<file path="src/include/video_consts.svh">
`ifndef VIDEO_CONSTS_SVH
`define VIDEO_CONSTS_SVH

////////////////////////////////////////
// screen geometry
////////////////////////////////////////

// horizontal, in pixel slots
`define H_ACTIVE 32
`define H_TOTAL 40
`define H_SYNC_START 34
`define H_SYNC_END 36

// vertical, in lines
`define V_ACTIVE 16
`define V_TOTAL 20
`define V_SYNC_START 17
`define V_SYNC_END 18

// master clocks per pixel slot
`define PIX_DIV 8

// slots from beam position to rgb out
`define PIPE_DEPTH 3

// ram sizes
`define TILE_ENTRIES 64
`define PAL_ENTRIES 128

////////////////////////////////////////
// cpu address map
////////////////////////////////////////

`define ADDR_TILE0 10'h000
`define ADDR_TILE1 10'h040
`define ADDR_PAL 10'h200
`define ADDR_REGS 10'h300

// register offsets within ADDR_REGS
`define REG_SCROLL_X0 3'd0
`define REG_SCROLL_Y0 3'd1
`define REG_SCROLL_X1 3'd2
`define REG_SCROLL_Y1 3'd3
`define REG_CTRL 3'd4
`define REG_BACKCOLOR 3'd5

`endif
</file>
<file path="src/rtl/video_pkg.sv">
package video_pkg;

	////////////////////////////////////////
	// plain vector types
	////////////////////////////////////////

	// beam counters
	typedef logic [5:0] hpos_t;
	typedef logic [4:0] vpos_t;
	// scroll offset, wraps over the 32x32 plane
	typedef logic [4:0] scroll_t;
	// 8x8 tiles of 4x4 pixels
	typedef logic [5:0] tile_idx_t;
	// colour index, zero is transparent
	typedef logic [6:0] dot_t;
	// blue [11:8], green [7:4], red [3:0]
	typedef logic [11:0] rgb_t;
	// cpu bus
	typedef logic [9:0] cpu_addr_t;
	typedef logic [7:0] cpu_data_t;

	////////////////////////////////////////
	// grouped signals
	////////////////////////////////////////

	// undelayed beam position
	typedef struct packed {
		hpos_t x;
		vpos_t y;
		logic  active;
	} beam_t;

	// delayed to line up with vid_data
	typedef struct packed {
		logic hsync_n;
		logic vsync_n;
		logic hblank_n;
		logic vblank_n;
	} sync_t;

	typedef struct packed {
		scroll_t scroll_x;
		scroll_t scroll_y;
		logic    enable;
	} layer_cfg_t;

	typedef struct packed {
		logic layer1_front;
		dot_t backcolor;
	} mix_cfg_t;

	// single-cycle ram write strobe
	typedef struct packed {
		logic       en;
		logic [7:0] addr;
		cpu_data_t  data;
	} mem_wr_t;

endpackage

</file>
<file path="src/rtl/video_board.sv">
module video_board import video_pkg::*; (
	input  logic      clk_48m,
	input  logic      rst_n,
	// cpu write bus
	input  cpu_addr_t cpu_addr,
	input  cpu_data_t cpu_data,
	input  logic      cpu_wr,
	// video out
	output logic      vid_pix_en,
	output rgb_t      vid_data,
	output logic      vid_hsync_n,
	output logic      vid_vsync_n,
	output logic      vid_hblank_n,
	output logic      vid_vblank_n
);

	logic pix_en;
	beam_t beam;
	sync_t sync;
	mem_wr_t tile_wr0;
	mem_wr_t tile_wr1;
	mem_wr_t pal_wr;
	layer_cfg_t cfg0;
	layer_cfg_t cfg1;
	mix_cfg_t mix;
	dot_t dot0;
	dot_t dot1;
	dot_t mix_dot;
	// beam active through the layer stage
	logic active_d;
	logic mix_active;
	rgb_t rgb;

	////////////////////////////////////////
	// timing and cpu side
	////////////////////////////////////////

	video_timing video_timing_inst (
		.clk_48m (clk_48m),
		.rst_n   (rst_n),
		.pix_en  (pix_en),
		.beam    (beam),
		.sync    (sync)
	);

	cpu_regs cpu_regs_inst (
		.clk_48m  (clk_48m),
		.rst_n    (rst_n),
		.cpu_addr (cpu_addr),
		.cpu_data (cpu_data),
		.cpu_wr   (cpu_wr),
		.tile_wr0 (tile_wr0),
		.tile_wr1 (tile_wr1),
		.pal_wr   (pal_wr),
		.cfg0     (cfg0),
		.cfg1     (cfg1),
		.mix      (mix)
	);

	////////////////////////////////////////
	// pixel datapath
	////////////////////////////////////////

	tile_layer layer0 (
		.clk_48m (clk_48m),
		.rst_n   (rst_n),
		.pix_en  (pix_en),
		.beam    (beam),
		.cfg     (cfg0),
		.tile_wr (tile_wr0),
		.dot     (dot0)
	);

	tile_layer layer1 (
		.clk_48m (clk_48m),
		.rst_n   (rst_n),
		.pix_en  (pix_en),
		.beam    (beam),
		.cfg     (cfg1),
		.tile_wr (tile_wr1),
		.dot     (dot1)
	);

	// same slot as the layer dots
	always_ff @(posedge clk_48m) begin
		if (rst_n) begin
			active_d <= 1'b0;
		end else if (pix_en) begin
			active_d <= beam.active;
		end
	end

	priority_mixer priority_mixer_inst (
		.clk_48m    (clk_48m),
		.rst_n      (rst_n),
		.pix_en     (pix_en),
		.dot0       (dot0),
		.dot1       (dot1),
		.active     (active_d),
		.mix        (mix),
		.dot        (mix_dot),
		.dot_active (mix_active)
	);

	palette_lut palette_lut_inst (
		.clk_48m    (clk_48m),
		.rst_n      (rst_n),
		.pix_en     (pix_en),
		.pal_wr     (pal_wr),
		.dot        (mix_dot),
		.dot_active (mix_active),
		.rgb        (rgb)
	);

	// outputs
	assign vid_pix_en = pix_en;
	assign vid_data = rgb;
	assign vid_hsync_n = sync.hsync_n;
	assign vid_vsync_n = sync.vsync_n;
	assign vid_hblank_n = sync.hblank_n;
	assign vid_vblank_n = sync.vblank_n;

endmodule

</file>
<file path="src/rtl/palette_lut.sv">
`include "video_consts.svh"

module palette_lut import video_pkg::*; (
	input  logic    clk_48m,
	input  logic    rst_n,
	input  logic    pix_en,
	input  mem_wr_t pal_wr,
	input  dot_t    dot,
	input  logic    dot_active,
	output rgb_t    rgb
);

	rgb_t pal_ram [`PAL_ENTRIES];
	// two bytes per entry
	dot_t pal_idx;

	assign pal_idx = pal_wr.addr[7:1];

	////////////////////////////////////////
	// byte-wise cpu writes
	////////////////////////////////////////

	always_ff @(posedge clk_48m) begin
		if (rst_n) begin
			for (int i = 0; i < `PAL_ENTRIES; i++) begin
				pal_ram[i] <= '0;
			end
		end else if (pal_wr.en) begin
			if (pal_wr.addr[0]) begin
				// odd byte, blue in low nibble
				pal_ram[pal_idx][11:8] <= pal_wr.data[3:0];
			end else begin
				// even byte, green high and red low
				pal_ram[pal_idx][7:0] <= pal_wr.data;
			end
		end
	end

	// stage 3
	// black outside the active area
	always_ff @(posedge clk_48m) begin
		if (rst_n) begin
			rgb <= '0;
		end else if (pix_en) begin
			if (dot_active) begin
				rgb <= pal_ram[dot];
			end else begin
				rgb <= '0;
			end
		end
	end

endmodule

</file>
<file path="src/rtl/priority_mixer.sv">
module priority_mixer import video_pkg::*; (
	input  logic     clk_48m,
	input  logic     rst_n,
	input  logic     pix_en,
	input  dot_t     dot0,
	input  dot_t     dot1,
	input  logic     active,
	input  mix_cfg_t mix,
	output dot_t     dot,
	output logic     dot_active
);

	dot_t front_dot;
	dot_t back_dot;
	dot_t sel_dot;

	always_comb begin
		// layer order from ctrl bit 0
		if (mix.layer1_front) begin
			front_dot = dot1;
			back_dot = dot0;
		end else begin
			front_dot = dot0;
			back_dot = dot1;
		end
		// zero falls through to the next layer
		if (front_dot != '0) begin
			sel_dot = front_dot;
		end else if (back_dot != '0) begin
			sel_dot = back_dot;
		end else begin
			sel_dot = mix.backcolor;
		end
	end

	// stage 2
	always_ff @(posedge clk_48m) begin
		if (rst_n) begin
			dot <= '0;
			dot_active <= 1'b0;
		end else if (pix_en) begin
			dot <= sel_dot;
			dot_active <= active;
		end
	end

endmodule

</file>
<file path="src/rtl/tile_layer.sv">
`include "video_consts.svh"

module tile_layer import video_pkg::*; (
	input  logic       clk_48m,
	input  logic       rst_n,
	input  logic       pix_en,
	input  beam_t      beam,
	input  layer_cfg_t cfg,
	input  mem_wr_t    tile_wr,
	output dot_t       dot
);

	// each entry is the colour index itself
	dot_t tile_ram [`TILE_ENTRIES];
	scroll_t sum_x;
	scroll_t sum_y;
	tile_idx_t idx;

	////////////////////////////////////////
	// tile ram
	////////////////////////////////////////

	always_ff @(posedge clk_48m) begin
		if (rst_n) begin
			for (int i = 0; i < `TILE_ENTRIES; i++) begin
				tile_ram[i] <= '0;
			end
		end else if (tile_wr.en) begin
			tile_ram[tile_idx_t'(tile_wr.addr)] <= tile_wr.data[6:0];
		end
	end

	////////////////////////////////////////
	// scrolled lookup
	////////////////////////////////////////

	// 5 bit sums wrap over the plane
	assign sum_x = beam.x[4:0] + cfg.scroll_x;
	assign sum_y = beam.y + cfg.scroll_y;

	// row times 8 plus column, 4 pixels per tile
	assign idx = {sum_y[4:2], sum_x[4:2]};

	// stage 1
	always_ff @(posedge clk_48m) begin
		if (rst_n) begin
			dot <= '0;
		end else if (pix_en) begin
			// disabled layer reads as transparent
			if (cfg.enable) begin
				dot <= tile_ram[idx];
			end else begin
				dot <= '0;
			end
		end
	end

endmodule

</file>
<file path="src/rtl/cpu_regs.sv">
`include "video_consts.svh"

module cpu_regs import video_pkg::*; (
	input  logic       clk_48m,
	input  logic       rst_n,
	input  cpu_addr_t  cpu_addr,
	input  cpu_data_t  cpu_data,
	input  logic       cpu_wr,
	output mem_wr_t    tile_wr0,
	output mem_wr_t    tile_wr1,
	output mem_wr_t    pal_wr,
	output layer_cfg_t cfg0,
	output layer_cfg_t cfg1,
	output mix_cfg_t   mix
);

	localparam cpu_addr_t TILE0_BASE = `ADDR_TILE0;
	localparam cpu_addr_t TILE1_BASE = `ADDR_TILE1;
	localparam cpu_addr_t PAL_BASE = `ADDR_PAL;
	localparam cpu_addr_t REGS_BASE = `ADDR_REGS;

	logic hit_tile0;
	logic hit_tile1;
	logic hit_pal;
	logic hit_regs;
	scroll_t scroll_x0;
	scroll_t scroll_y0;
	scroll_t scroll_x1;
	scroll_t scroll_y1;
	// bit 0 layer1 front, bit 1 and 2 layer disables
	logic [2:0] ctrl;
	dot_t backcolor;

	// address decode
	// 64 bytes per tile ram, 256 for palette, 8 for regs
	assign hit_tile0 = (cpu_addr[9:6] == TILE0_BASE[9:6]);
	assign hit_tile1 = (cpu_addr[9:6] == TILE1_BASE[9:6]);
	assign hit_pal = (cpu_addr[9:8] == PAL_BASE[9:8]);
	assign hit_regs = (cpu_addr[9:3] == REGS_BASE[9:3]);

	// ram strobes take effect on this same edge
	always_comb begin
		tile_wr0.en = cpu_wr && hit_tile0;
		tile_wr0.addr = {2'b00, cpu_addr[5:0]};
		tile_wr0.data = cpu_data;
		tile_wr1.en = cpu_wr && hit_tile1;
		tile_wr1.addr = {2'b00, cpu_addr[5:0]};
		tile_wr1.data = cpu_data;
		// byte offset into the palette
		pal_wr.en = cpu_wr && hit_pal;
		pal_wr.addr = cpu_addr[7:0];
		pal_wr.data = cpu_data;
	end

	always_ff @(posedge clk_48m) begin
		if (rst_n) begin
			scroll_x0 <= '0;
			scroll_y0 <= '0;
			scroll_x1 <= '0;
			scroll_y1 <= '0;
			ctrl <= '0;
			backcolor <= '0;
		end else if (cpu_wr && hit_regs) begin
			case (cpu_addr[2:0])
				`REG_SCROLL_X0: scroll_x0 <= cpu_data[4:0];
				`REG_SCROLL_Y0: scroll_y0 <= cpu_data[4:0];
				`REG_SCROLL_X1: scroll_x1 <= cpu_data[4:0];
				`REG_SCROLL_Y1: scroll_y1 <= cpu_data[4:0];
				`REG_CTRL: ctrl <= cpu_data[2:0];
				`REG_BACKCOLOR: backcolor <= cpu_data[6:0];
				// offsets 6 and 7 unmapped
				default: ;
			endcase
		end
	end

	// disable bits become enables
	assign cfg0 = '{scroll_x: scroll_x0, scroll_y: scroll_y0, enable: !ctrl[1]};
	assign cfg1 = '{scroll_x: scroll_x1, scroll_y: scroll_y1, enable: !ctrl[2]};
	assign mix = '{layer1_front: ctrl[0], backcolor: backcolor};

endmodule

</file>
<file path="src/rtl/video_timing.sv">
`include "video_consts.svh"

module video_timing import video_pkg::*; (
	input  logic  clk_48m,
	input  logic  rst_n,
	output logic  pix_en,
	output beam_t beam,
	output sync_t sync
);

	localparam int DIV_W = $clog2(`PIX_DIV);

	logic [DIV_W-1:0] div_cnt;
	hpos_t h_cnt;
	vpos_t v_cnt;
	sync_t sync_now;
	// oldest entry sits at the top
	sync_t [`PIPE_DEPTH-1:0] sync_pipe;

	////////////////////////////////////////
	// pixel slot divider
	////////////////////////////////////////

	always_ff @(posedge clk_48m) begin
		if (rst_n) begin
			div_cnt <= '0;
			pix_en <= 1'b0;
		end else begin
			if (div_cnt == DIV_W'(`PIX_DIV - 1)) begin
				div_cnt <= '0;
			end else begin
				div_cnt <= div_cnt + 1'b1;
			end
			// one clock out of every PIX_DIV
			pix_en <= (div_cnt == DIV_W'(`PIX_DIV - 1));
		end
	end

	////////////////////////////////////////
	// beam counters
	////////////////////////////////////////

	always_ff @(posedge clk_48m) begin
		if (rst_n) begin
			h_cnt <= '0;
			v_cnt <= '0;
		end else if (pix_en) begin
			if (h_cnt == hpos_t'(`H_TOTAL - 1)) begin
				h_cnt <= '0;
				// end of line steps the line counter
				if (v_cnt == vpos_t'(`V_TOTAL - 1)) begin
					v_cnt <= '0;
				end else begin
					v_cnt <= v_cnt + 1'b1;
				end
			end else begin
				h_cnt <= h_cnt + 1'b1;
			end
		end
	end

	// stage 0 beam and raw sync from the counts
	always_comb begin
		beam.x = h_cnt;
		beam.y = v_cnt;
		beam.active = (h_cnt < `H_ACTIVE) && (v_cnt < `V_ACTIVE);
		sync_now.hsync_n = !((h_cnt >= `H_SYNC_START) && (h_cnt < `H_SYNC_END));
		sync_now.vsync_n = !((v_cnt >= `V_SYNC_START) && (v_cnt < `V_SYNC_END));
		sync_now.hblank_n = (h_cnt < `H_ACTIVE);
		sync_now.vblank_n = (v_cnt < `V_ACTIVE);
	end

	// delay sync by the datapath depth
	// all ones is the inactive level
	always_ff @(posedge clk_48m) begin
		if (rst_n) begin
			sync_pipe <= '1;
		end else if (pix_en) begin
			sync_pipe <= {sync_pipe[`PIPE_DEPTH-2:0], sync_now};
		end
	end

	assign sync = sync_pipe[`PIPE_DEPTH-1];

endmodule

</file>
<file path="config.mk">
export PLATFORM = sky130hd
export DESIGN_NAME = video_board
export DESIGN_NICKNAME = d
export VERILOG_FILES = /design/src/rtl/video_pkg.sv /design/src/rtl/video_board.sv /design/src/rtl/palette_lut.sv /design/src/rtl/priority_mixer.sv /design/src/rtl/tile_layer.sv /design/src/rtl/cpu_regs.sv /design/src/rtl/video_timing.sv
export VERILOG_INCLUDE_DIRS = /design/src /design/src/include
export SDC_FILE = /design/constraint.sdc
export NUM_CORES = 2
export LEC_CHECK = 0
export BUFFER_PORTS_ARGS = -buffer_cell sky130_fd_sc_hd__buf_2
export CORE_ASPECT_RATIO = 0.6
export CORE_UTILIZATION = 40
export DETAILED_ROUTE_END_ITERATION = 16
export GPL_ROUTABILITY_DRIVEN = 0
export MAX_ROUTING_LAYER = met4
export PLACE_DENSITY_LB_ADDON = 0.08
export SETUP_SLACK_MARGIN = 0.02
export SLEW_MARGIN = 20
export SYNTH_ARGS = -nofsm -noshare
export SYNTH_HDL_FRONTEND = slang
export SYNTH_SLANG_ARGS = --single-unit
</file>
<file path="constraint.sdc">
create_clock -name clk_48m -period 3.8 [get_ports clk_48m]
set_input_delay 0.57 -clock clk_48m [delete_from_list [all_inputs] [get_ports clk_48m]]
set_output_delay 0.57 -clock clk_48m [all_outputs]
set_load 0.01 [all_outputs]
</file>
* Yosys cells after proc, flatten, opt, wreduce, memory -nomap -nowiden
Memory sizes are Yosys's and may differ from the RTL's. A register that Yosys moved wholly into a read port is not among the register bits. Index checks and enable logic that the tools add are counted.
Operators by class: $add $sub $neg 7, order comparisons 6, equal/unequal tests 11, muxes and demuxes 36, reduce and logical (&&, ||, !) cells 24
Operator list (count):
- two-way mux 7 bit | 11
- two-way mux 12 bit | 2
- adder 5 bit | 4
- two-way mux 1 bit | 18
- two-way mux 6 bit | 3
- AND reduction 2 bit | 7
- nonzero test 7 bit | 2
- OR reduction 7 bit | 2
- less-than comparator 6 bit (second input constant) | 2
- OR reduction 12 bit | 1
- less-than comparator 5 bit (second input constant) | 2
- == test 3 bit (second input constant) | 3
- == test 7 bit (second input constant) | 1
- logical AND 1 bit | 7
- adder 6 x 1 -> 6 bit (second input constant) | 1
- == test 3 x 2 -> 1 bit (second input constant) | 2
- == test 6 bit (second input constant) | 1
- >= comparator 6 bit (second input constant) | 1
- adder 5 x 1 -> 5 bit (second input constant) | 1
- == test 5 bit (second input constant) | 1
- >= comparator 5 bit (second input constant) | 1
- two-way mux 5 bit | 1
- == test 4 x 1 -> 1 bit (second input constant) | 1
- logical NOT 4 bit | 1
- other kinds (7) | 8
Word-level totals: bits in registers 92, RAM bits 2432, input port bits 21, output and inout bits 17, word-level logic and storage cells 115, memories 3
Memory list:
- palette_lut_inst.pal_ram | depth 128, width 12, rd ports 1, clocked after memory_dff 1, write ports 128, line palette_lut.sv:13 | rgb_t pal_ram [`PAL_ENTRIES];
- layer0.tile_ram | depth 64, width 7, rd ports 1, clocked after memory_dff 0, write ports 64, line tile_layer.sv:14 | dot_t tile_ram [`TILE_ENTRIES];
- layer1.tile_ram | depth 64, width 7, rd ports 1, clocked after memory_dff 0, write ports 64, line tile_layer.sv:14

* Depth between registers and ports, before layout
word-level depth 7, gate-level depth with buffers 13

* Cells and area by module
Synthesis repeated with hierarchy kept, for this count alone.
Unflattened totals: cell total of the unflattened synthesis 8711, area total of the unflattened synthesis 120478.0 µm²
By module, submodules not included:
- palette_lut | instances 1, cells an instance 5080, area each 72967.5 µm², seq. area each 46364.5 µm²
- tile_layer | instances 2, cells an instance 1618, area each 21921.0 µm², seq. area each 13593.0 µm²
- cpu_regs | instances 1, cells an instance 175, area each 1749.2 µm², seq. area each 600.6 µm²
- video_timing | instances 1, cells an instance 125, area each 1163.6 µm², seq. area each 540.5 µm²
- priority_mixer | instances 1, cells an instance 92, area each 721.9 µm², seq. area each 160.2 µm²
- video_board | instances 1, cells an instance 3, area each 33.8 µm², seq. area each 20.0 µm²

* Worst setup path before layout
OpenSTA, ideal clock, no wires.
path kind register to register, start point register video_timing_inst.h_cnt[2], end point register layer1.dot[5], library setup time 0.120 ns, arrival 2.899 ns, path slack 0.782 ns, stages on the path, launching flop included 12, period minus slack after synthesis 3.018 ns, cells stage by stage dfxtp_1 ha_1 and4_4 or4_4 buf_6 and2_1 buf_6 buf_6 mux4_2 mux2_2 o221a_1 a211o_1
On the way: cells in the longest elaborated chain, start to end 3
Ends and longest elaborated chain:
- from (decl) | line video_timing.sv:14 | hpos_t h_cnt;
- from (signal assigned) | line video_timing.sv:57 | h_cnt <= h_cnt + 1'b1;
- adder 5 bit | line tile_layer.sv:38 | assign sum_x = beam.x[4:0] + cfg.scroll_x;
- memory read (64 x 7 bit)
- two-way mux 7 bit | line tile_layer.sv:50 | if (cfg.enable) begin
- to (signal assigned) | line tile_layer.sv:51 | dot <= tile_ram[idx];
- to (decl) | line tile_layer.sv:10 | output dot_t dot
Every way passes these cells. A chain may end at the register's enable or synchronous reset.

* Worst setup path after layout
start point register video_timing_inst.h_cnt[2], end point register layer1.dot[4]
Same word-level chain as after synthesis.

==> impl_metrics.yaml <==
outcome:
  status: "completed"
cells_and_area:
  drive_above_1_share: 0.212
  final_cell_mix: "edfxtp_1 (2432), and2_1 (1438), nor2_1 (772)"
  syn_to_final_growth_pct: 12.1
  multiInputGateArea_um2: 39100
  regArea_um2: 75000
  mostFrequentLayoutCell: "edfxtp_1"
  fillCellCount: 25600
  nNetsFinal: 8028
clock_network:
  post-cts-setup-buffers: 0
  clk_latency_ns: 0.89
  htreeDepth: 5
  clk_path_buf_depth: 4
  cts_buffers: 266
  clkSinkCount: 2531
  cts_tree: "built"
  root_buffer: "clkbuf_16"
  clk_pin_slew_ns: 0.07
logic_synthesis:
  yosys_warnings: 0
  yosysTopAreaCellShare: 0.623
  syn-instance-count: 8061
  syn_area_um2: 117000
  synth_area_leader_cell: "edfxtp_1"
  ys_types: 60
  synth_nets: 8099
  ys_async_sr_fraction: 0
  ys_seq_elements: 2531
  ys_seq_area_frac: 0.640
  synth_area_leaders: "edfxtp_1 (62%), mux4_2 (13%), and2_1 (7.7%)"
  syn_avg_cell_area_um2: 14.5
  synth_edf_count: 2432
  ys.flop_type: "edfxtp_1"
power_and_ir_drop:
  vdd_drop_max_mv: 0.314
  switchingPower_mw: 13.7
  clockPowerShare: 0.423
  seq_power_share: 0.532
  p_leak_nw: 44.9
  intPower_mw: 47.1
  switching_share: 0.225
  power_mw: 60.7
  combinationalPowerShare: 0.045
  power_density_nw_per_um2: 462
flow_run:
  drv_cap: 0
route:
  wl_per_cell_um: 29.9
  routed_wl_um: 361000
  drt_iter0_markers: 8761
  drc: 0
  drt-vias-per-instance: 5.82
  first_pass_iters: 7
  ant_nets: 0
  vias: 70200
critical_path:
  worst-setup-path-type: "register to register"
  cp.arrival_ns: 4.33
  crit_required_ns: 4.59
  r2r-start: "video_timing_inst.h_cnt[2]"
  crit_fanout: 36
  reg2reg_slack_ns: 0.26
  r2r_end: "layer1.dot[4]"
  worstSetupEndpointType: "register"
  worstSetupStartpointType: "register"
  rr_worst_depth: 11
sta:
  clock_skew_ns: 0.0465
  fmax_ghz: 0.282
  rsz0062_at_grt: "no"
  finalMaxSlewViolations: 0
  final_hold_viol_count: 0
  fin_setup_tns_ns: 0
  period_needed_ns: 3.54
  slew_headroom: 0.245
  period_share: 0.932
  worstMarginPinSlew_ns: 1.13
  setup_viol: 0
min_path:
  min-delay-start: "cpu_data[0]"
  min_path_type: "input port to register"
  holdPathStages: 3
  holdPathEnd: "cpu_regs_inst.ctrl[0]"
floorplan:
  rows: 153
  core-area_um2: 291000
  die-area_um2: 295000
  die_h_um: 421
  io_pins: 38
  die_x_um: 701
  start_util: 0.403
grt:
  grt_pass1_vias: 67700
  antenna_found_initial: 40
  grt_max_degree: 148
  overflow: 0
  gr-usage-all-layers: 0.249
  grt_pass1_wl_um: 518000
place:
  hpwlAfterDp_um: 231000
  portBuffers: 37
==> critical path: stages, from the launching register on <==
cell	delay, ns
dfxtp_1	0.32
buf_4	0.16
ha_1	0.35
a311o_2	0.39
buf_4	0.30
nand3_1	0.20
buf_12	0.23
nand2_1	0.08
a311oi_1	0.64
o31ai_1	0.15
or4_1	0.47
o211ai_1	0.10
==> cell type report <==
cell class                      instances  area share
Tap cell                             3875      0.0369
Antenna cell                            5   0.0000953
Inverter                               71     0.00203
Sequential cell                      2531       0.571
Clock buffer                          348      0.0554
Timing Repair Buffer                  407      0.0300
Clock inverter                        115     0.00682
Multi-Input combinational cell       4713       0.298
==> state kept, by name (all words and copies together), names as in the netlist, named ones only <==
register and flops:
video_timing_inst.h_cnt 6, video_timing_inst.sync_pipe 8, video_timing_inst.sync 4, layer0.tile_ram 448, palette_lut_inst.rgb 12, priority_mixer_inst.dot_active 1
priority_mixer_inst.dot 7, video_timing_inst.div_cnt 3, cpu_regs_inst.scroll_x1 5, cpu_regs_inst.scroll_x0 5, active_d 1, cpu_regs_inst.backcolor 7
cpu_regs_inst.scroll_y1 5, layer1.dot 7, video_timing_inst.v_cnt 5, video_timing_inst.pix_en 1, cpu_regs_inst.scroll_y0 5, cpu_regs_inst.ctrl 3
layer0.dot 7, palette_lut_inst.pal_ram 1536, layer1.tile_ram 448
==> kinds of logic (layout without fill, tap and decap cells) <==
kind of cell | count (synthesis) | in the layout | share of synthesized area
fa+ha+maj | 17 | 17 | 0.00182
compound gates | 586 | 586 | 0.0385
buf+inv | 817 | 941 | 0.0284
xor+xnor | 20 | 20 | 0.00150
mux | 733 | 733 | 0.133
flops | 2531 | 2531 | 0.640
simple gates | 3357 | 3357 | 0.156
other cells | 0 | 5 | 0
==> power groups by stage <==
stage	registers (mW)	logic, mW	clock network (mW)
CTS	32.3	2.77	26.1
global placement	32.9	2.74	0
detailed placement	32.9	2.76	0
global route	32.4	2.91	27.2
finish	32.3	2.75	25.7
floorplan	32.6	1.59	0
==> routing by layer <==
| metal | vias up | GRT usage | share of wire | routed length (um) |
|---|---|---|---|---|
| met4 | 0 | 0.0435 | 0.018 | 6560 |
| met3 | 422 | 0.0444 | 0.087 | 31500 |
| li1 | 30000 | - | - | - |
| met1 | 36900 | 0.408 | 0.50 | 179000 |
| met2 | 2842 | 0.320 | 0.40 | 144000 |
| met5 | - | - | 0 | 0 |
==> Yosys cell counts, types with 7 or more instances <==
cell type,number
inv_1,71
a222oi_1,7
a21o_1,96
nand2b_1,24
clkbuf_1,620
buf_2,81
mux2_2,45
buf_1,20
o211ai_1,14
a211oi_1,50
o21bai_1,94
xor2_1,10
nor2b_1,20
nand4_1,8
nor2_1,785
nor3_1,25
xnor2_1,10
or4_1,13
a221oi_1,70
nand3_1,21
a211o_1,10
and2_1,1440
buf_6,18
mux4_2,656
ha_1,17
and3_1,500
a311oi_1,64
o21ai_0,27
a21oi_1,11
a31oi_1,74
dfxtp_1,99
a22oi_1,12
o31ai_1,14
nand2_1,297
o221a_2,12
edfxtp_1,2432
o22ai_1,12
or2_2,201
mux2i_1,30
nor3b_1,7
==> stage by stage <==
step | cell area (um^2) | worst slack, ns | cells | utilization | hold slack (ns)
2_1_floorplan | 117000 | 0.782 | 8061 | - | 0.408
3_3_place_gp | 123000 | 0.249 | 11600 | 0.424 | 0.417
3_5_place_dp | 123000 | 0.295 | 11600 | 0.424 | 0.427
4_1_cts | 131000 | 0.244 | 12100 | 0.452 | 0.135
5_1_grt | 131000 | 0.0715 | 12100 | 0.452 | 0.184
6_report | 131000 | 0.260 | 12100 | 0.452 | 0.237
==> what timing repair did <==
| action | in CTS | in global routing |
|---|---|---|
| endpoints found under the setup margin | 0 | 0 |
| hold buffers | 1 | 0 |
| gates resized for setup | 0 | 0 |
| hold endpoints to repair | 14 | 0 |
==> how the worst max path moves through the flow <==
stage                    endpoint                  startpoint  slack, ns  depth (start not counted)
floorplan           layer1.dot[5]  video_timing_inst.h_cnt[2]       0.78                         11
global placement    layer0.dot[6]  video_timing_inst.h_cnt[1]       0.25                          9
detailed placement  layer0.dot[6]  video_timing_inst.h_cnt[1]       0.29                          9
CTS                 layer0.dot[6]  video_timing_inst.h_cnt[1]       0.24                          9
global route        layer0.dot[3]  video_timing_inst.h_cnt[1]       0.07                          9
finish              layer1.dot[4]  video_timing_inst.h_cnt[2]       0.26                         11
Note: power is estimated with default switching activity, not from simulation.
